File: src/include/gpu_bus_consts.svh
`ifndef GPU_BUS_CONSTS_SVH
`define GPU_BUS_CONSTS_SVH

// ******************************
// z80 side of the bridge
// ******************************

`define Z80_MEM_RANGE    3'b011	// addr[21:19] of the 512KB window at 0x180000-0x1FFFFF
`define Z80_WR_DELAY     2	// cycles from 245 enable to write data latch
`define Z80_SYNC_STAGES  2	// flops per strobe in the pin synchronizer

// ******************************
// gpu ram side
// ******************************

`define GPU_ADDR_BITS    19	// byte address of the 512KB gpu ram

`endif

File: src/design/gpu_bus_pkg.sv
`include "gpu_bus_consts.svh"

package gpu_bus_pkg;

	// ******************************
	// z80 control strobes, all active low but the clock
	// ******************************
	typedef struct packed {
		logic mreq_n;	// memory request
		logic m1_n;	// opcode fetch cycle
		logic wr_n;	// write strobe
		logic rd_n;	// read strobe
		logic clk;	// z80 cpu clock
	} z80_ctl_t;

	// request into a ram mux port
	typedef struct packed {
		logic [`GPU_ADDR_BITS-1:0] addr;	// byte address
		logic [7:0] wdata;	// write byte
		logic wr_ena;	// one cycle write strobe
		logic rd_req;	// one cycle read request
	} gpu_req_t;

	// answer from a ram mux port
	typedef struct packed {
		logic [7:0] rdata;	// valid while rd_rdy is high
		logic rd_rdy;	// one-shot, one per rd_req
	} gpu_rsp_t;

	// 245 translator control and read data toward the z80 pins
	typedef struct packed {
		logic data_dir;	// high = toward fpga
		logic xlat_oe;	// high = 245 enabled
		logic [7:0] rdata;	// byte driven onto the z80 data bus
		logic rdata_ena;	// high = fpga drives the data pins
	} z80_drv_t;

endpackage

File: src/design/z80_bus_sync.sv
`timescale 1ns/1ps
`include "gpu_bus_consts.svh"

module z80_bus_sync (
	input logic GPU_CLK,
	input logic reset,
	input gpu_bus_pkg::z80_ctl_t ctl_in,	// raw pins, asynchronous to GPU_CLK
	output gpu_bus_pkg::z80_ctl_t ctl_out	// same strobes, Z80_SYNC_STAGES cycles later
);
	import gpu_bus_pkg::*;

	// strobes idle high, clock idle low, so nothing looks like an edge after reset
	localparam z80_ctl_t CTL_IDLE = '{mreq_n: 1'b1, m1_n: 1'b1, wr_n: 1'b1, rd_n: 1'b1,
		clk: 1'b0};

	z80_ctl_t sync_q [`Z80_SYNC_STAGES];	// stage 0 samples the pins

	always_ff @(posedge GPU_CLK) begin
		if (reset) begin
			for (int i = 0; i < `Z80_SYNC_STAGES; i++) sync_q[i] <= CTL_IDLE;	// park inactive
		end else begin
			sync_q[0] <= ctl_in;	// first flop may go metastable
			for (int i = 1; i < `Z80_SYNC_STAGES; i++) sync_q[i] <= sync_q[i-1];	// settle
		end
	end

	assign ctl_out = sync_q[`Z80_SYNC_STAGES-1];	// last stage is safe to decode

endmodule

File: config.mk
export PLATFORM = sky130hd
export DESIGN_NAME = z80_bus_sync
export DESIGN_NICKNAME = d
export VERILOG_FILES = /design/src/design/gpu_bus_pkg.sv /design/src/design/z80_bus_sync.sv
export VERILOG_INCLUDE_DIRS = /design/src /design/src/include
export SDC_FILE = /design/constraint.sdc
export NUM_CORES = 1
export LEC_CHECK = 0
export BUFFER_PORTS_ARGS = -buffer_cell sky130_fd_sc_hd__buf_4
export CAP_MARGIN = 30
export CORE_AREA = 4 4 41 43
export CTS_BUF_LIST = sky130_fd_sc_hd__clkbuf_16
export CTS_CLUSTER_SIZE = 10
export DETAILED_ROUTE_END_ITERATION = 10
export DIE_AREA = 0 0 45 47
export SLEW_MARGIN = 20
export SYNTH_ARGS = -nofsm -noshare
export SYNTH_HDL_FRONTEND = slang
export SYNTH_SLANG_ARGS = --single-unit
File: constraint.sdc
create_clock -name GPU_CLK -period 1.8 [get_ports GPU_CLK]
set_clock_uncertainty 0.05 [all_clocks]
set_input_delay 0.09 -clock GPU_CLK [delete_from_list [all_inputs] [get_ports GPU_CLK]]
set_output_delay 0.09 -clock GPU_CLK [all_outputs]
set_load 0.01 [all_outputs]
Word-level counts from Yosys, hierarchy flattened
Memory sizes are Yosys's and may differ from the RTL's.
Cells that the tools add are included.
Storage, ports and cells
  logic and storage cells: 8
  input bits: 7
  output and inout port bits: 5
  bits in registers: 0
  memory bits (writable): 10
  memories kept: 1
Cells by class
  bitwise operators: 2
  muxes and demuxes: 5
Memory list
  sync_q: depth 2, bits a word 5, read ports 2, clocked after Yosys merged registers in 0, wr ports 2, RTL line z80_bus_sync.sv:16  | z80_ctl_t sync_q [`Z80_SYNC_STAGES];
Operators by type and width (count)
  two-way mux 5 bit: 2
  two-way mux 1 bit: 3
  bitwise OR 1 bit: 2

Logic depth before layout (Yosys ltp)
  depth after elaboration: 3
  mapped depth: 1
  gate-level depth less buffers: 1

Least setup slack after synthesis
OpenSTA, ideal clock, no wires.
  path kind: reg2reg
  start: mem sync_q[0][3] (netlist bit)
  end: mem sync_q[0][8] (netlist bit)
  library setup time: 0.120 ns
  stages on the path, launching flop included: 2
  data required time: 1.630 ns
  path slack: 1.160 ns
  buffers on the path: 0
  data arrival time: 0.470 ns
  period minus slack after synthesis: 0.640 ns
  cell sequence: dfxtp_1 or2_1
RTL lines (RTL line)
  from (decl): z80_bus_sync.sv:16

==> impl_summary.log <==
INFO  metric first_pass_iters = 1
INFO  metric worstPathRequired = 1.87 ns
INFO  metric multi_input_comb_area = 62.6 µm²
INFO  metric arr_time_crit_path = 0.95 ns
INFO  metric grt_start_max_net_pins = 11
INFO  metric pwr-share-seq = 0.366
INFO  metric rsz0062_at_grt = no
INFO  metric top_achievable_clock_speed = 1.13 GHz
INFO  metric path_clk_slew = 0.04 ns
INFO  metric detail-route-antenna-nets = 0
INFO  metric vias = 181
INFO  metric grt_pass1_wl = 683 µm
INFO  metric timing.critical_path.to_type = flop
INFO  metric routed_via_density = 3.42
INFO  metric setup_violations = 0
INFO  metric netSwitchingFraction = 0.155
INFO  metric max-slew-margin-rel = 0.943
INFO  metric share_comb_of_total_power = 0.052
INFO  metric max_cap_violations = 0
INFO  metric internal_power = 543 µW
INFO  metric cellPowerDensity = 1340 nW/µm²
INFO  metric pwr-share-clk = 0.582
INFO  metric synthesis.area = 300 µm²
INFO  metric detailed_place.area = 364 µm²
INFO  metric seq_area = 200 µm²
INFO  metric antenna-diode-count = 0
INFO  metric syn_inst = 25
INFO  metric post_synthesis_sequential_element_count = 10
INFO  metric wire_per_inst = 7.87 µm
INFO  metric grt.total_usage = 0.0589
INFO  metric cts-buffers-inserted = 3
INFO  metric largest_register = sync_q
INFO  metric cts_num_sinks = 10
INFO  metric post_cts.repair.setup_buffers = 0
INFO  metric largest_register_ffs = 10
INFO  metric worst-setup-path-type = in2reg
INFO  metric start_util = 0.231
INFO  metric post_cts_hold_buffer_count = 4
INFO  metric number_of_antenna_violations_at_the_first_check_in_global_routing = 0
INFO  metric drc_errors = 0
INFO  metric core_region = 1300 µm²
INFO  metric gr-total-overflow = 0
INFO  metric first_global_vias = 170
INFO  metric clock_tree_from_tritoncts = done
INFO  metric critical_path_fanout_max = 1
INFO  metric fin_crit = 0.883 ns
INFO  metric drc_marker_count_from_the_first_detailed_route_iteration = 0
INFO  metric cts-root-buf = clkbuf_16
INFO  metric cts_max_level = 1
INFO  metric die_width = 45 µm
INFO  metric slew_viol_final = 0
INFO  metric report.final.hold_viol_count = 0
INFO  metric synth_warn = 0
INFO  metric max_clock_buf_depth = 2
INFO  metric max_slew.worst_pin.slew = 0.0846 ns
INFO  metric dieHeight = 47 µm
INFO  metric synth_area_per_cell = 12.0 µm²
INFO  metric synth_cell_types = 4
INFO  metric layout_top_registers = sync_q (10)
INFO  metric mappedNetlistNets = 32
INFO  metric power_switching = 99.5 µW
INFO  metric final_min_period_over_clock_period = 0.491
INFO  metric cts-resized-gates = 0
INFO  metric wirelength = 417 µm
INFO  metric floorplan.die_area = 2120 µm²
INFO  metric gpl.final_weighted_congestion = 0.593
INFO  metric count_of_nets_after_finishing = 47
INFO  metric placement_rows = 13
INFO  metric ys_seq_area_frac = 0.667
INFO  metric ir_drop = 0.522 mV
INFO  metric layout-area-overhead-vs-synth = 59.6%
INFO  metric fillers = 141
INFO  metric clk-insertion-delay-late = 0.23 ns
INFO  metric hold_removal_path_class = in2reg
INFO  metric ioPinCount = 12
INFO  metric outcome = complete, no violations
INFO  metric finish.instance_area = 479 µm²
INFO  metric io_buffers = 11
INFO  metric layout-drive-gt1-share = 0.368
INFO  metric critPathLaunchType = primary input
INFO  metric fin_tns_setup = 0 ns
INFO  metric power.static_leakage = 0.205 nW
==> metrics by stage <==
stage | power, mW | worst slack, ns | util | std cells | hold slack, ns
finish | 0.643 | 0.917 | 0.368 | 53 | 0.0207
global route | 0.670 | 0.881 | 0.368 | 53 | 0.0383
CTS | 0.655 | 0.933 | 0.368 | 53 | 0.0183
detailed placement | 0.266 | 1.15 | 0.280 | 46 | 0.223
global placement | 0.265 | 1.16 | 0.280 | 46 | 0.223
floorplan | 0.253 | 1.16 | - | 25 | 0.112
==> cell type report <==
cell class                 instances  area share
timing repair buffer              15       0.256
clock buffer                       3       0.157
sequential                        10       0.418
tap                               15      0.0392
multi-input combinational         10       0.131
==> routing by layer <==
layer	GRT usage	part of all wire	up-vias
li1	-	-	96
met1	0.0487	0.33	67
met2	0.0650	0.37	14
met3	0.0575	0.23	4
met4	0.0877	0.070	0
met5	0	0	-
==> synthesized netlist by cell type (all sizes together) <==
library cell	instances	area (µm²)
nor2b	2	12.5
dfxtp	10	200
buf	5	37.5
or2	8	50.1
==> power groups by stage <==
stage | clock [mW] | combinational [mW] | sequential (mW)
after global placement | 0 | 0.0266 | 0.239
final | 0.374 | 0.0336 | 0.235
after global routing | 0.397 | 0.0373 | 0.236
after detailed placement | 0 | 0.0270 | 0.239
after CTS | 0.387 | 0.0337 | 0.235
after floorplan | 0 | 0.0145 | 0.238
==> path summary, 6_finish.rpt <==
path / start / endpoint / slack, ns / cells past startpoint
worst min-delay path: ctl_in[0] / sync_q[0][0]$_SDFF_PP0_ / 0.02 / 2
worst min register to register: sync_q[0][2]$_SDFF_PP1_ / sync_q[0][7]$_SDFF_PP1_ / 0.35 / 1
worst max-delay path: ctl_in[2] / sync_q[0][2]$_SDFF_PP1_ / 0.92 / 3
worst max register to register: sync_q[0][3]$_SDFF_PP1_ / sync_q[0][8]$_SDFF_PP1_ / 1.15 / 1
==> kinds of logic (layout without fill, tap and decap cells) <==
kind of cell | Yosys count | after routing | share of synthesized area
flops | 10 | 10 | 0.667
simple gates | 10 | 10 | 0.208
buf+inv | 5 | 18 | 0.125
==> cell usage in the layout (no fill, tap or decap) <==
| cell | synthesis | layout |
|---|---|---|
| buf_4 | 5 | 11 |
| clkbuf_16 | 0 | 3 |
| dfxtp_1 | 10 | 10 |
| dlygate4sd3_1 | 0 | 4 |
| nor2b_1 | 2 | 2 |
| or2_1 | 8 | 8 |
==> critical path, stage by stage <==
cell and delay [ns]:
dlygate4sd3_1 0.54, buf_4 0.13, or2_1 0.19
(Power assumes the default switching activity.)
