--- src/include/gpu_bus_consts.svh ---
`ifndef GPU_BUS_CONSTS_SVH
`define GPU_BUS_CONSTS_SVH

// ******************************
// z80 side of the bridge
// ******************************

`define Z80_MEM_RANGE    3'b011	// addr[21:19] of the 512KB window at 0x180000-0x1FFFFF
`define Z80_WR_DELAY     2	// cycles from 245 enable to write data latch
`define Z80_SYNC_STAGES  2	// flops per strobe in the pin synchronizer

// ******************************
// gpu ram side
// ******************************

`define GPU_ADDR_BITS    19	// byte address of the 512KB gpu ram

`endif

--- src/design/gpu_bus_pkg.sv ---
`include "gpu_bus_consts.svh"

package gpu_bus_pkg;

	// ******************************
	// z80 control strobes, all active low but the clock
	// ******************************
	typedef struct packed {
		logic mreq_n;	// memory request
		logic m1_n;	// opcode fetch cycle
		logic wr_n;	// write strobe
		logic rd_n;	// read strobe
		logic clk;	// z80 cpu clock
	} z80_ctl_t;

	// request into a ram mux port
	typedef struct packed {
		logic [`GPU_ADDR_BITS-1:0] addr;	// byte address
		logic [7:0] wdata;	// write byte
		logic wr_ena;	// one cycle write strobe
		logic rd_req;	// one cycle read request
	} gpu_req_t;

	// answer from a ram mux port
	typedef struct packed {
		logic [7:0] rdata;	// valid while rd_rdy is high
		logic rd_rdy;	// one-shot, one per rd_req
	} gpu_rsp_t;

	// 245 translator control and read data toward the z80 pins
	typedef struct packed {
		logic data_dir;	// high = toward fpga
		logic xlat_oe;	// high = 245 enabled
		logic [7:0] rdata;	// byte driven onto the z80 data bus
		logic rdata_ena;	// high = fpga drives the data pins
	} z80_drv_t;

endpackage

--- src/design/gpu_ram_mux.sv ---
`timescale 1ns/1ps
`include "gpu_bus_consts.svh"

module gpu_ram_mux (
	input logic GPU_CLK,
	input logic reset,
	input gpu_bus_pkg::gpu_req_t a_req,	// bridge, higher priority
	input gpu_bus_pkg::gpu_req_t b_req,	// display fetch
	output gpu_bus_pkg::gpu_rsp_t a_rsp,
	output gpu_bus_pkg::gpu_rsp_t b_rsp,
	output logic [`GPU_ADDR_BITS-1:0] ram_addr,
	output logic ram_we,
	output logic [7:0] ram_wdata,
	input logic [7:0] ram_rdata	// one cycle after ram_addr
);
	import gpu_bus_pkg::*;

	gpu_req_t a_slot;	// pending access of port a, flags say what is pending
	gpu_req_t b_slot;	// same for port b
	logic a_pend;
	logic b_pend;
	logic grant_a;
	logic grant_b;
	logic [1:0] rdy_tag;	// bit 0 port a, bit 1 port b, lines up with ram latency

	assign a_pend = a_slot.wr_ena || a_slot.rd_req;
	assign b_pend = b_slot.wr_ena || b_slot.rd_req;
	assign grant_a = a_pend;	// a always wins
	assign grant_b = b_pend && !grant_a;	// b waits out every a access

	// ******************************
	// ram port, one access per cycle
	// ******************************

	assign ram_addr = grant_a ? a_slot.addr : b_slot.addr;
	assign ram_wdata = grant_a ? a_slot.wdata : b_slot.wdata;
	assign ram_we = grant_a ? a_slot.wr_ena : (grant_b && b_slot.wr_ena);

	always_ff @(posedge GPU_CLK) begin
		if (reset) begin
			a_slot.wr_ena <= 1'b0;
			a_slot.rd_req <= 1'b0;
			b_slot.wr_ena <= 1'b0;
			b_slot.rd_req <= 1'b0;
			rdy_tag <= 2'b00;
		end else begin
			// served slots empty out
			if (grant_a) begin
				a_slot.wr_ena <= 1'b0;
				a_slot.rd_req <= 1'b0;
			end
			if (grant_b) begin
				b_slot.wr_ena <= 1'b0;
				b_slot.rd_req <= 1'b0;
			end
			// new strobes are always taken, one outstanding per port
			if (a_req.wr_ena || a_req.rd_req) a_slot <= a_req;
			if (b_req.wr_ena || b_req.rd_req) b_slot <= b_req;
			// remember who reads, ready when the byte comes out of ram
			rdy_tag <= {grant_b && b_slot.rd_req, grant_a && a_slot.rd_req};
		end
	end

	// ******************************
	// responses
	// ******************************

	assign a_rsp.rdata = ram_rdata;	// both see the ram output
	assign a_rsp.rd_rdy = rdy_tag[0];
	assign b_rsp.rdata = ram_rdata;
	assign b_rsp.rd_rdy = rdy_tag[1];

	// the ram returns one byte per cycle, so only one port can be answered
	assert property (@(posedge GPU_CLK) disable iff (reset) !(a_rsp.rd_rdy && b_rsp.rd_rdy))
		else $error("rd_rdy on both mux ports at once");

endmodule

--- config.mk ---
export PLATFORM = sky130hd
export DESIGN_NAME = gpu_ram_mux
export DESIGN_NICKNAME = d
export VERILOG_FILES = /design/src/design/gpu_bus_pkg.sv /design/src/design/gpu_ram_mux.sv
export VERILOG_INCLUDE_DIRS = /design/src /design/src/include
export SDC_FILE = /design/constraint.sdc
export NUM_CORES = 1
export LEC_CHECK = 0
export ABC_AREA = 1
export BUFFER_PORTS_ARGS = -buffer_cell sky130_fd_sc_hd__buf_2
export CORE_ASPECT_RATIO = 1.5
export CORE_MARGIN = 2
export CORE_UTILIZATION = 45
export DETAILED_ROUTE_END_ITERATION = 7
export PLACE_DENSITY = 0.8
export SLEW_MARGIN = 20
export SYNTH_ARGS = -nofsm -noshare
export SYNTH_HDL_FRONTEND = slang
export SYNTH_SLANG_ARGS = --single-unit
--- constraint.sdc ---
create_clock -name GPU_CLK -period 3.3 [get_ports GPU_CLK]
set_input_delay 0.66 -clock GPU_CLK [delete_from_list [all_inputs] [get_ports GPU_CLK]]
set_output_delay 0.66 -clock GPU_CLK [all_outputs]
set_load 0.01 [all_outputs]
# Word-level counts from Yosys, hierarchy flattened
# Index checks and enable logic that the tools add are counted.
# Widths: inputs -> output; s select.
# word_totals
inputBits,68
word_cells,30
register_bits,60
out_inout_bits,46
# op_classes
bitwise,1
n_reduce_logical,13
mux,7
# ops
op,n
$mux 19,1
$mux 2,4
$mux 8,1
$logic_and 1x1->1,4
$logic_or 1x1->1,4
$reduce_and 2->1,2
$reduce_bool 2->1,2
$logic_not 1->1,1
$mux 1,1
$not 1->1,1

# Depth between registers and ports, before layout
# logic_depth
depth_word,5
depth_mapped,5
mapped_depth_nobuf,5

# Worst setup path after synthesis
# Ideal clock, no wire load.
# synth_path
path_kind,input-to-reg
startpoint,input reset
endpoint,register a_slot[10] (netlist name) (enable)
required_ps,2880
path_buffers,1
setup_ps,420
t_arrival_ps,2195
setup_slack_ps,685
stages,2
cell_sequence,clkbuf_1 -> a21oi_1
# synth_between
elab_chain_len,2
# synth_rtl
item,line,text
start: declaration,gpu_ram_mux.sv:6,"input logic reset,"
$not 1->1 (no source line),n/a,
$reduce_and 2->1 (no source line),n/a,
end signal: assignment,gpu_ram_mux.sv:57,if (a_req.wr_ena || a_req.rd_req) a_slot <= a_req;
end: declaration,gpu_ram_mux.sv:18,gpu_req_t a_slot;
# No other way between the ends.
# A chain may end at the register's enable or synchronous reset.

# Worst setup path in the final report
# layout_path
startpoint,register a_slot[0] (netlist name)
endpoint,output ram_addr[8]
# layout_between
elab_chain_len,2
# layout_rtl
item,line,text
$logic_or 1x1->1,gpu_ram_mux.sv:26,assign a_pend = a_slot.wr_ena || a_slot.rd_req;
$mux 19,gpu_ram_mux.sv:35,assign ram_addr = grant_a ? a_slot.addr : b_slot.addr;
end: declaration,gpu_ram_mux.sv:11,"output logic [`GPU_ADDR_BITS-1:0] ram_addr,"
# No other way between the ends.

==> results.txt <==
Layout fillers -> 427
Crit path top cell by count -> nand2_1
Setup violations, final -> 0
Total CTS buffers -> 9
Max frequency -> 416 MHz
Path depth of the worst reg2reg path -> 3
Peak fanout along the critical path -> 28
Tmin final -> 2.41 ns
Distinct cells, synth -> 16
GRT overflow -> 0
Worst R2R Start -> a_slot[0]$_SDFFE_PP0P_
Actual slew at the worst max-slew pin -> 0.902 ns
Total Neg Setup Slack -> 0 ns
Gate Count Post-Synth -> 186
Post-Syn Area -> 0.00235 mm^2
Cell Area, Placed -> 0.00271 mm^2
Worst VDD drop -> 377 uV
Top-area cell type share of the netlist area -> 69.0%
Clock buffer depth -> 2
Worst Setup EP -> ram_addr[8]
Resized Gates After CTS -> 0
Synth Warn # -> 0
Sequential power share -> 51.2%
Residual DRC count -> 0
R2r setup slk -> 1.97 ns
Crit-path cells -> nor2_2 -> inv_2 -> nand2_1 -> nand2_1 -> buf_2
Routed WL -> 4.47 mm
Core Box Area -> 0.00508 mm^2
Worst path slowest cell -> nor2_2
Post-synthesis sequential area ratio -> 74.1%
Dpl cells -> 323
Global-route wire length before repair -> 7.01 mm
Worst-Skew Late Latency -> 0.32 ns
Port bufs -> 89
Gpl congestion -> 0.757
CP Class -> reg -> out
Psw -> 390 uW
Vias per inst -> 4.47
Capture point of the worst reg-to-reg path -> rdy_tag[1]$_SDFF_PP0_
CTS tree -> built
Setup crit end kind -> output port
Endpoints failing hold -> 0
Post-route cell area -> 0.00292 mm^2
Logic gate share of total power -> 10.3%
Starting Density -> 46.2%
Nets -> 334
Die Wd -> 63.0 um
Initial antenna violation count -> 0
Internal -> 1400 uW
Required time worst endpoint -> 2.64 ns
Total die area -> 0.00583 mm^2
Hold buffers post-CTS -> 0
RSZ-0062 raised after global routing -> no
Power Dens Cells -> 612 mW/mm^2
Syn-to-layout area delta -> 24.2%
Startpoint Class -> flip-flop
Static Leak -> 0.00134 uW
H-tree Lvls -> 3
Worst Setup SP -> a_slot[0]$_SDFFE_PP0P_
Worst path max stage delay -> 0.41 ns
Tot GR Track Use -> 16.7%
Dpl hpwl -> 3.20 mm
CTS Sinks -> 60
Post-Synthesis Net Count -> 254
Largest area contributor in the netlist -> edfxtp_1
Slew Viols, Final -> 0
Clock root buffer -> clkbuf_8
Number of synthesized register bits -> 60
Antenna Violating Nets Remaining -> 0
Initial DRC Count -> 47
Ports -> 114
Mapped Avg Cell Area -> 12.6 um^2
Arr. time, crit path -> 1.75 ns
Pre-antenna DRT Iters -> 4
Fin crit share -> 72.9%
Hold WS -> 0.463 ns
Skew final -> 0.00263 ns
Via Count -> 1514
Max-slew headroom -> 39.7%
Max Cap Viol -> 0
Sw frac -> 21.8%
Placement Rows -> 32
DR WL/cell -> 13.2 um
Non-Filler Instances -> 339
Setup bufs post-CTS -> 0
Die H -> 92.5 um
Synth area leaders -> edfxtp_1, nand2_1, dfxtp_1
Vias in the first global route -> 1543
Reg clk slew, reported paths -> 0.06 ns
Largest net degree at the start of global routing -> 29
Hold crit path type -> reg -> reg
Share of layout cells above drive strength 1 -> 40.2%
Status -> complete, no violations
Antenna cells -> 0
Clock power frac -> 38.4%
-- cell type report --
class                   instances  area [um^2]  area share [%]
inverters                       8         30.0            1.03
well taps                      68         85.1            2.91
flip-flops and latches         60         1740            59.6
repair buffers                 91          460            15.8
clock inverters                 5         76.3            2.61
clock buffers                  11          131            4.50
multi-input cells              96          395            13.5
-- critical path: cells and delay by family, from the launching register on --
kind / cells / cell delay (ns)
flip-flops: 1 / 0.33
buffers and inverters: 2 / 0.47
AND/OR/NAND/NOR: 3 / 0.61
-- synth_stat cells, drive strengths merged --
| cell type | instances |
|---|---|
| nand3 | 2 |
| o21bai | 1 |
| clkbuf | 1 |
| buf | 21 |
| inv | 8 |
| a21oi | 3 |
| nor3 | 1 |
| nand2 | 83 |
| nor2 | 6 |
| edfxtp | 54 |
| dfxtp | 6 |
-- cells in the final DEF, fill, tap and decap left out, drive strengths merged --
cell    instances
a21oi           3
buf            91
bufinv          2
clkbuf         11
clkinv          3
dfxtp           6
edfxtp         54
inv             8
nand2          83
nand3           2
nor2            6
nor3            1
o21bai          1
-- through the flow --
| stage | worst slack [ns] | util (%) | total power [uW] |
|---|---|---|---|
| after floorplan | 0.685 | - | 1050 |
| after global placement | 1.24 | 53.3 | 1110 |
| after detailed placement | 1.17 | 53.3 | 1120 |
| after CTS | 0.812 | 57.4 | 1800 |
| after global routing | 0.668 | 57.4 | 1860 |
| final | 0.894 | 57.4 | 1790 |
-- sequential cells by signal, summed over array words and instances, names as in the netlist --
| name | count |
|---|---|
| a_slot | 29 |
| rdy_tag | 2 |
| b_slot | 29 |
-- how the worst min path moves through the flow --
stage / startpoint / end / slack [ns] / depth (start not counted)
3_5_place_dp: a_slot[0]$_SDFFE_PP0P_ / rdy_tag[0]$_SDFF_PP0_ / 0.46 / 2
4_1_cts: a_slot[0]$_SDFFE_PP0P_ / rdy_tag[0]$_SDFF_PP0_ / 0.46 / 2
6_report: a_slot[0]$_SDFFE_PP0P_ / rdy_tag[0]$_SDFF_PP0_ / 0.46 / 2
5_1_grt: a_req[14] / a_slot[14]$_DFFE_PP_ / 0.49 / 1
2_1_floorplan: a_slot[0]$_SDFFE_PP0P_ / rdy_tag[0]$_SDFF_PP0_ / 0.43 / 2
3_3_place_gp: a_slot[0]$_SDFFE_PP0P_ / rdy_tag[0]$_SDFF_PP0_ / 0.44 / 2
-- logic make-up (layout without fill, tap and decap cells) --
kind of cell           count (synthesis)  after routing  synth area share, %
flip-flops                            60             60                 74.1
AND/OR/NAND/NOR                       92             92                 15.3
AO/OA/AOI/OAI                          4              4                0.958
buffers and inverters                 30            115                 9.69
-- layer usage --
layer / vias up / GRT usage, % / routed length [um]
li1: 755 / - / -
met5: - / 0 / 0
met3: 16 / 5.10 / 251
met1: 692 / 17.6 / 1590
met4: 0 / 10.6 / 144
met2: 51 / 28.5 / 2480
-- power groups by stage --
stage,Clock [uW],Sequential (uW),Combinational (uW)
floorplan,0,928,125
global placement,0,929,185
detailed placement,0,932,188
CTS,699,916,189
finish,687,915,185
global route,729,921,209
No activity file was read; power rests on OpenSTA's default activity.
