==> src/include/gpu_bus_consts.svh <==
`ifndef GPU_BUS_CONSTS_SVH
`define GPU_BUS_CONSTS_SVH

// ******************************
// z80 side of the bridge
// ******************************

`define Z80_MEM_RANGE    3'b011	// addr[21:19] of the 512KB window at 0x180000-0x1FFFFF
`define Z80_WR_DELAY     2	// cycles from 245 enable to write data latch
`define Z80_SYNC_STAGES  2	// flops per strobe in the pin synchronizer

// ******************************
// gpu ram side
// ******************************

`define GPU_ADDR_BITS    19	// byte address of the 512KB gpu ram

`endif

==> src/design/gpu_bus_pkg.sv <==
`include "gpu_bus_consts.svh"

package gpu_bus_pkg;

	// ******************************
	// z80 control strobes, all active low but the clock
	// ******************************
	typedef struct packed {
		logic mreq_n;	// memory request
		logic m1_n;	// opcode fetch cycle
		logic wr_n;	// write strobe
		logic rd_n;	// read strobe
		logic clk;	// z80 cpu clock
	} z80_ctl_t;

	// request into a ram mux port
	typedef struct packed {
		logic [`GPU_ADDR_BITS-1:0] addr;	// byte address
		logic [7:0] wdata;	// write byte
		logic wr_ena;	// one cycle write strobe
		logic rd_req;	// one cycle read request
	} gpu_req_t;

	// answer from a ram mux port
	typedef struct packed {
		logic [7:0] rdata;	// valid while rd_rdy is high
		logic rd_rdy;	// one-shot, one per rd_req
	} gpu_rsp_t;

	// 245 translator control and read data toward the z80 pins
	typedef struct packed {
		logic data_dir;	// high = toward fpga
		logic xlat_oe;	// high = 245 enabled
		logic [7:0] rdata;	// byte driven onto the z80 data bus
		logic rdata_ena;	// high = fpga drives the data pins
	} z80_drv_t;

endpackage

==> src/design/z80_bridge.sv <==
`timescale 1ns/1ps
`include "gpu_bus_consts.svh"

module z80_bridge #(
	parameter logic [2:0] mem_range = `Z80_MEM_RANGE,	// addr[21:19] that hits gpu ram
	parameter int wr_delay = `Z80_WR_DELAY	// 245 settle time before data latch
) (
	input logic GPU_CLK,
	input logic reset,
	input gpu_bus_pkg::z80_ctl_t ctl,	// already synchronized
	input logic [21:0] z80_addr,	// stable for the whole strobe
	input logic [7:0] z80_wdata,	// stable for the whole write strobe
	input gpu_bus_pkg::gpu_rsp_t rsp,	// from mux port a
	output gpu_bus_pkg::gpu_req_t req,	// to mux port a
	output gpu_bus_pkg::z80_drv_t drv	// 245 control and read data
);

	// ******************************
	// cycle decode
	// ******************************

	logic last_wr_n;	// previous wr_n, for the falling edge
	logic last_rd_n;	// previous rd_n, for the rising edge
	logic last_clk;	// previous z80 clock, for the rising edge
	logic rd_active;	// read accepted, bus not yet released
	logic [wr_delay+1:0] wr_seq;	// one hot walks through the write steps

	logic in_window;
	logic mem_cycle;
	logic wr_start;
	logic rd_start;
	logic rd_end;

	assign in_window = (z80_addr[21:19] == mem_range);	// 512KB gpu window
	assign mem_cycle = ~ctl.mreq_n && ctl.m1_n;	// memory access, opcode fetches excluded
	assign wr_start = in_window && mem_cycle && ~ctl.wr_n && last_wr_n;	// wr_n just fell
	// reads start on a z80 clock rise so the address is settled
	assign rd_start = in_window && mem_cycle && ~ctl.rd_n && ctl.clk && ~last_clk
		&& ~rd_active;
	assign rd_end = rd_active && ctl.rd_n && ~last_rd_n;	// z80 finished sampling data

	// ******************************
	// write sequencer and read control
	// ******************************

	always_ff @(posedge GPU_CLK) begin
		if (reset) begin
			last_wr_n <= 1'b1;
			last_rd_n <= 1'b1;
			last_clk <= 1'b0;
			rd_active <= 1'b0;
			wr_seq <= '0;
			req.wr_ena <= 1'b0;
			req.rd_req <= 1'b0;
			drv.data_dir <= 1'b1;	// pins listen after reset
			drv.xlat_oe <= 1'b0;
			drv.rdata_ena <= 1'b0;
		end else begin
			last_wr_n <= ctl.wr_n;
			last_rd_n <= ctl.rd_n;
			last_clk <= ctl.clk;
			wr_seq <= {wr_seq[wr_delay:0], wr_start};	// step one per cycle

			// write path, t = wr_start cycle
			if (wr_start) begin
				drv.data_dir <= 1'b1;	// 245 toward fpga at t+1
				drv.rdata_ena <= 1'b0;	// fpga pins stay inputs
			end
			if (wr_seq[0]) drv.xlat_oe <= 1'b1;	// 245 on at t+2
			req.wr_ena <= wr_seq[wr_delay];	// single strobe at t+wr_delay+2
			if (wr_seq[wr_delay]) begin
				req.addr <= z80_addr[`GPU_ADDR_BITS-1:0];	// crop to window offset
				req.wdata <= z80_wdata;	// data has settled through the 245
			end
			if (wr_seq[wr_delay+1]) drv.xlat_oe <= 1'b0;	// 245 off right after the strobe

			// read path
			req.rd_req <= rd_start;	// one-shot toward the mux
			if (rd_start) begin
				rd_active <= 1'b1;
				req.addr <= z80_addr[`GPU_ADDR_BITS-1:0];
				drv.data_dir <= 1'b0;	// 245 toward z80
				drv.xlat_oe <= 1'b1;
			end
			if (rsp.rd_rdy && rd_active) begin
				drv.rdata <= rsp.rdata;	// hold until rd_n rises
				drv.rdata_ena <= 1'b1;	// drive the data pins
			end
			if (rd_end) begin	// wins over a late rd_rdy
				rd_active <= 1'b0;
				drv.xlat_oe <= 1'b0;
				drv.rdata_ena <= 1'b0;
				drv.data_dir <= 1'b1;	// back to listening
			end
		end
	end

	// ******************************
	// checks
	// ******************************

	// a write sequence and a read never overlap on the z80 bus
	assert property (@(posedge GPU_CLK) disable iff (reset) !(req.wr_ena && req.rd_req))
		else $error("bridge issued write and read in one cycle");

	// the mux takes every write strobe as a new byte
	assert property (@(posedge GPU_CLK) disable iff (reset) req.wr_ena |=> !req.wr_ena)
		else $error("bridge write strobe held two cycles");

endmodule

==> config.mk <==
export PLATFORM = sky130hd
export DESIGN_NAME = z80_bridge
export DESIGN_NICKNAME = d
export VERILOG_FILES = /design/src/design/gpu_bus_pkg.sv /design/src/design/z80_bridge.sv
export VERILOG_INCLUDE_DIRS = /design/src /design/src/include
export SDC_FILE = /design/constraint.sdc
export NUM_CORES = 1
export LEC_CHECK = 0
export BUFFER_PORTS_ARGS = -buffer_cell sky130_fd_sc_hd__buf_2
export CORE_UTILIZATION = 44
export CTS_BUF_LIST = sky130_fd_sc_hd__clkbuf_4 sky130_fd_sc_hd__clkbuf_8 sky130_fd_sc_hd__clkbuf_16
export CTS_CLUSTER_SIZE = 14
export DETAILED_ROUTE_END_ITERATION = 6
export PLACE_DENSITY = 0.83
export SYNTH_ARGS = -nofsm -noshare
export SYNTH_HDL_FRONTEND = slang
export SYNTH_SLANG_ARGS = --single-unit
==> constraint.sdc <==
create_clock -name GPU_CLK -period 3.15 [get_ports GPU_CLK]
set_input_delay 0.1575 -clock GPU_CLK [delete_from_list [all_inputs] [get_ports GPU_CLK]]
set_output_delay 0.1575 -clock GPU_CLK [all_outputs]
set_load 0.1 [all_outputs]
Word level (Yosys, flattened, before mapping)
Cells that the tools add are included.
{"block": "classes", "n_eq_ne": 1, "n_mux": 8, "n_bitwise": 7, "reduce_logical": 19}
{"operator": "two-way mux 27 bit", "count": 1}
{"operator": "two-way mux 19 bit", "count": 1}
{"operator": "logical AND 1 bit", "count": 11}
{"operator": "inverter 1 bit", "count": 7}
{"operator": "AND reduction 2 bit", "count": 3}
{"operator": "nonzero test 2 bit", "count": 3}
{"operator": "two-way mux 1 bit", "count": 5}
{"operator": "== test 3 x 2 -> 1 bit (second input constant)", "count": 1}
{"operator": "nonzero test 3 bit", "count": 1}
{"operator": "two-way mux 2 bit", "count": 1}
{"operator": "OR reduction 2 bit", "count": 1}
{"block": "totals", "regBits": 48, "elab_cells": 48}

Logic depth before layout (Yosys ltp)
{"block": "logic_depth", "ltp_word": 9, "depth_mapped": 4, "mapped_depth_nobuf": 3}

Least setup slack after synthesis
OpenSTA, ideal clock, no wires.
{"block": "synth_timing", "path_type": "flip-flop to flip-flop", "start": "register rd_active", "end": "register req[10] (netlist name), enable pin", "setup_ns": 0.395, "arrival_time_ns": 2.168, "t_required_ns": 2.755, "setup_slack_ns": 0.587, "path_stages_with_launch": 5, "path_buffers": 1, "cell_sequence": "dfxtp_1 > or4b_1 > o31a_1 > buf_2 > nor2_1"}
{"block": "synth_between", "elab_chain_cells": 4}
{"element": "start: declaration", "line": "z80_bridge.sv:25", "source": "logic rd_active;"}
{"element": "start signal: assignment", "line": "z80_bridge.sv:51", "source": "rd_active <= 1'b0;"}
{"element": "start signal: assignment", "line": "z80_bridge.sv:80", "source": "rd_active <= 1'b1;"}
{"element": "start signal: assignment", "line": "z80_bridge.sv:90", "source": "rd_active <= 1'b0;"}
{"element": "inverter 1 bit", "line": "z80_bridge.sv:39", "source": "&& ~rd_active;"}
{"element": "logical AND 1 bit", "line": "z80_bridge.sv:39"}
{"element": "nonzero test 2 bit (no source line)"}
{"element": "AND reduction 2 bit (no source line)"}
{"element": "end: declaration", "line": "z80_bridge.sv:14", "source": "output gpu_bus_pkg::gpu_req_t req,"}
No other way between the ends.
A chain may end at the register's enable or synchronous reset.

Worst setup path after layout
{"block": "layout_timing", "start": "register rd_active", "end": "register req[20] (netlist name), enable pin"}
The elaborated chain is that of the path after synthesis.

==> impl_metrics.csv <==
group,metric,value,unit
hold_path,hold_class,"primary input to flip-flop",
worst_setup_path,cp_slowest_cell,"or4b_1",
drt,drc_errors,0,
drt,vias_per_cell,4.42,
clock_tree,cts_buffers,5,
clock_tree,ctsResizeCount,0,
logic_synthesis,syn_avg_cell_area,15.8,um2
clock_tree,cts.sinks,47,
clock_tree,cts.clk_slew.worst_paths,0.07,ns
worst_setup_path,cp_max_fo,20,
worst_setup_path,critPathRequiredTime,3.12,ns
timing,final-hold-violation-count,0,
finish,final_cell_area,2190,um2
worst_setup_path,cp_slowest_stage_delay,0.58,ns
status,outcome,"finished, final reports clean",
power,power_density,487,nW/um2
timing,rsz0062_at_grt,"no",
clock_tree,post-cts-setup-buffers,0,
timing,period_share,70.1,%
logic_synthesis,yosysTopAreaCell,"edfxtp_1",
drt,dr_total_vias,1057,
finish,drive_above_1_share,49.7,%
worst_setup_path,crit_type,"flip-flop to flip-flop",
floorplanning,fp.dieW,62.8,um
floorplanning,initial_core_util,47.2,%
drt,drt-total-wl,2830,um
job,max_cap_violations,0,
drt,ant_nets,0,
global_route,grt_pass1_wl,4520,um
logic_synthesis,synth_top_area_share,64.7,%
drt,wl_per_cell,11.8,um
worst_setup_path,crit_start,"rd_active",
timing,max_freq,0.453,GHz
worst_setup_path,r2r_slack,0.94,ns
logic_synthesis,syn_inst,103,
timing,max-slew-margin-rel,55.4,%
finish,synthToLayoutAreaGrowth,34.7,%
worst_setup_path,cp-endpoint,"req[20]",
timing,setup_violations,0,
timing,slew_viol_final,0,
global_route,grt_pass1_vias,985,
logic_synthesis,synth.yosys.warnings,0,
global_route,grt_max_degree,21,
clock_tree,clk_path_buf_depth,2,
power,ir_drop,0.232,mV
power,p_leak,0.910,nW
global_route,antenna_found_initial,0,
worst_setup_path,arrival,2.18,ns
drt,first_iter_violations,51,
logic_synthesis,ys_ff_latch,47,
logic_synthesis,yosysUniqueCellTypes,22,
logic_synthesis,seq_area_frac_synth,79.5,%
floorplanning,ios,86,
clock_tree,htree_levels,2,
placed_design,gp_congestion,0.728,
placed_design,placed_cell_area,2090,um2
floorplanning,dieArea,3940,um2
global_route,gr-total-overflow,0,
logic_synthesis,syn_area,1620,um2
logic_synthesis,synth_area_leaders,"edfxtp_1, dfxtp_1, nor2b_1, nor2_1, o21a_1",
placed_design,port_buffers,85,
finish,diodes,0,
worst_setup_path,r2r_end,"req[20]",
worst_setup_path,end_kind,"flip-flop",
timing,post-route-min-period,2.21,ns
placed_design,dpl.cell_count,231,
timing,setup_tns,0,ns
logic_synthesis,synth_nets,149,
worst_setup_path,r2r_cells,4,
global_route,grtUsageTotal,15.6,%
floorplanning,die_y,62.8,um
worst_setup_path,startpoint_type,"flip-flop",
clock_tree,root_buffer,"clkbuf_8",
placed_design,hpwlAfterDp,2220,um
drt,drt_pass1_iterations,4,
clock_tree,postCtsHoldBufs,0,
clock_tree,worstSkewPairLatency,0.28,ns
floorplanning,core_area,3440,um2
finish,layout.cells.non_filler,239,
worst_setup_path,r2r_start,"rd_active",
floorplanning,num_rows,21,
worst_setup_path,path_cells,"or4b_1 > o31a_1 > nor2_1 > buf_4",
timing,clock_skew,0.00312,ns
clock_tree,cts_tree,"yes",
timing,worst_pin_slew,0.669,ns
finish,layout.nets,238,
-- worst min path at each step --
stage | depth (start not counted) | slack, ns | start | end
floorplan | 1 | 0.23 | reset | last_clk
global placement | 1 | 0.33 | z80_wdata[7] | req[9]
detailed placement | 1 | 0.34 | z80_wdata[7] | req[9]
CTS | 1 | 0.04 | rsp[8] | drv[8]
global route | 1 | 0.03 | rsp[6] | drv[6]
finish | 1 | 0.05 | rsp[5] | drv[5]
-- layer usage --
layer	up-vias	GRT usage, %	share of wire [%]
li1	537	-	-
met5	-	0	0
met2	45	25.8	51
met3	6	3.10	4.3
met4	0	10.5	3.2
met1	469	18.4	41
-- through the flow --
| stage | setup WS, ns | utilization [%] | power, mW | hold slack, ns |
|---|---|---|---|---|
| after floorplan | 0.587 | - | 0.698 | 0.229 |
| after global placement | 0.960 | 60.8 | 0.726 | 0.334 |
| after detailed placement | 0.942 | 60.8 | 0.728 | 0.336 |
| after CTS | 0.927 | 63.5 | 1.08 | 0.0392 |
| after global routing | 0.796 | 63.5 | 1.11 | 0.0303 |
| final | 0.941 | 63.5 | 1.07 | 0.0483 |
-- flip-flops by register name (all words and copies together), names as in the netlist --
name / count
drv: 11
last_clk: 1
last_rd_n: 1
last_wr_n: 1
rd_active: 1
req: 29
wr_seq: 3
-- logic make-up after synthesis --
logic type / after synthesis / share of synthesized area [%]
AO/OA/AOI/OAI: 8 / 3.54
flip-flops: 47 / 79.5
buffers and inverters: 7 / 2.00
AND/OR/NAND/NOR: 41 / 14.9
-- critical path: cells and delay by family (launching register included) --
family | cells | cell delay (ns)
and+or+nand+nor | 2 | 0.75
buffers and inverters | 1 | 0.27
DFF | 1 | 0.33
AOI/OAI and AO/OA | 1 | 0.54
-- layout by cell type, fill, tap and decap left out --
master / instances
a31o_2: 1
nand2b_1: 1
inv_1: 3
a31oi_1: 2
o21a_1: 2
and3b_1: 1
dfxtp_1: 12
nor3_1: 2
o31a_1: 1
nor2b_1: 24
nor3b_1: 1
o21ai_0: 1
clkinv_1: 1
edfxtp_1: 35
nor2_1: 6
buf_4: 1
clkbuf_4: 1
nand3b_1: 1
clkbuf_8: 6
or2_2: 2
nand2_1: 2
or4b_1: 1
a21boi_0: 1
buf_2: 85
-- cells in the mapped netlist, drive strengths merged --
library cell,n
nand2b,1
o21ai,1
a21boi,1
nor2,6
nor3,2
edfxtp,35
buf,3
dfxtp,12
a31oi,2
nor3b,1
inv,3
nor2b,24
nand3b,1
o21a,2
and3b,1
or2,2
a31o,1
clkbuf,1
nand2,2
or4b,1
o31a,1
-- area by class of cell --
| cell class | count | area, um2 |
|---|---|---|
| tap | 46 | 57.6 |
| clock inverter | 1 | 3.75 |
| clock buffer | 7 | 90.1 |
| fill | 278 | 1250 |
| timing repair buffer | 86 | 433 |
| sequential | 47 | 1290 |
| multi-input combinational | 49 | 300 |
| inverter | 3 | 11.3 |
-- report_power, final --
group	total, mW	switching, mW	internal [mW]
sequential	0.663	0.000714	0.663
combinational	0.0502	0.0223	0.0279
clock	0.352	0.168	0.184
total	1.07	0.191	0.875
Note: power is estimated with default switching activity, not from simulation.
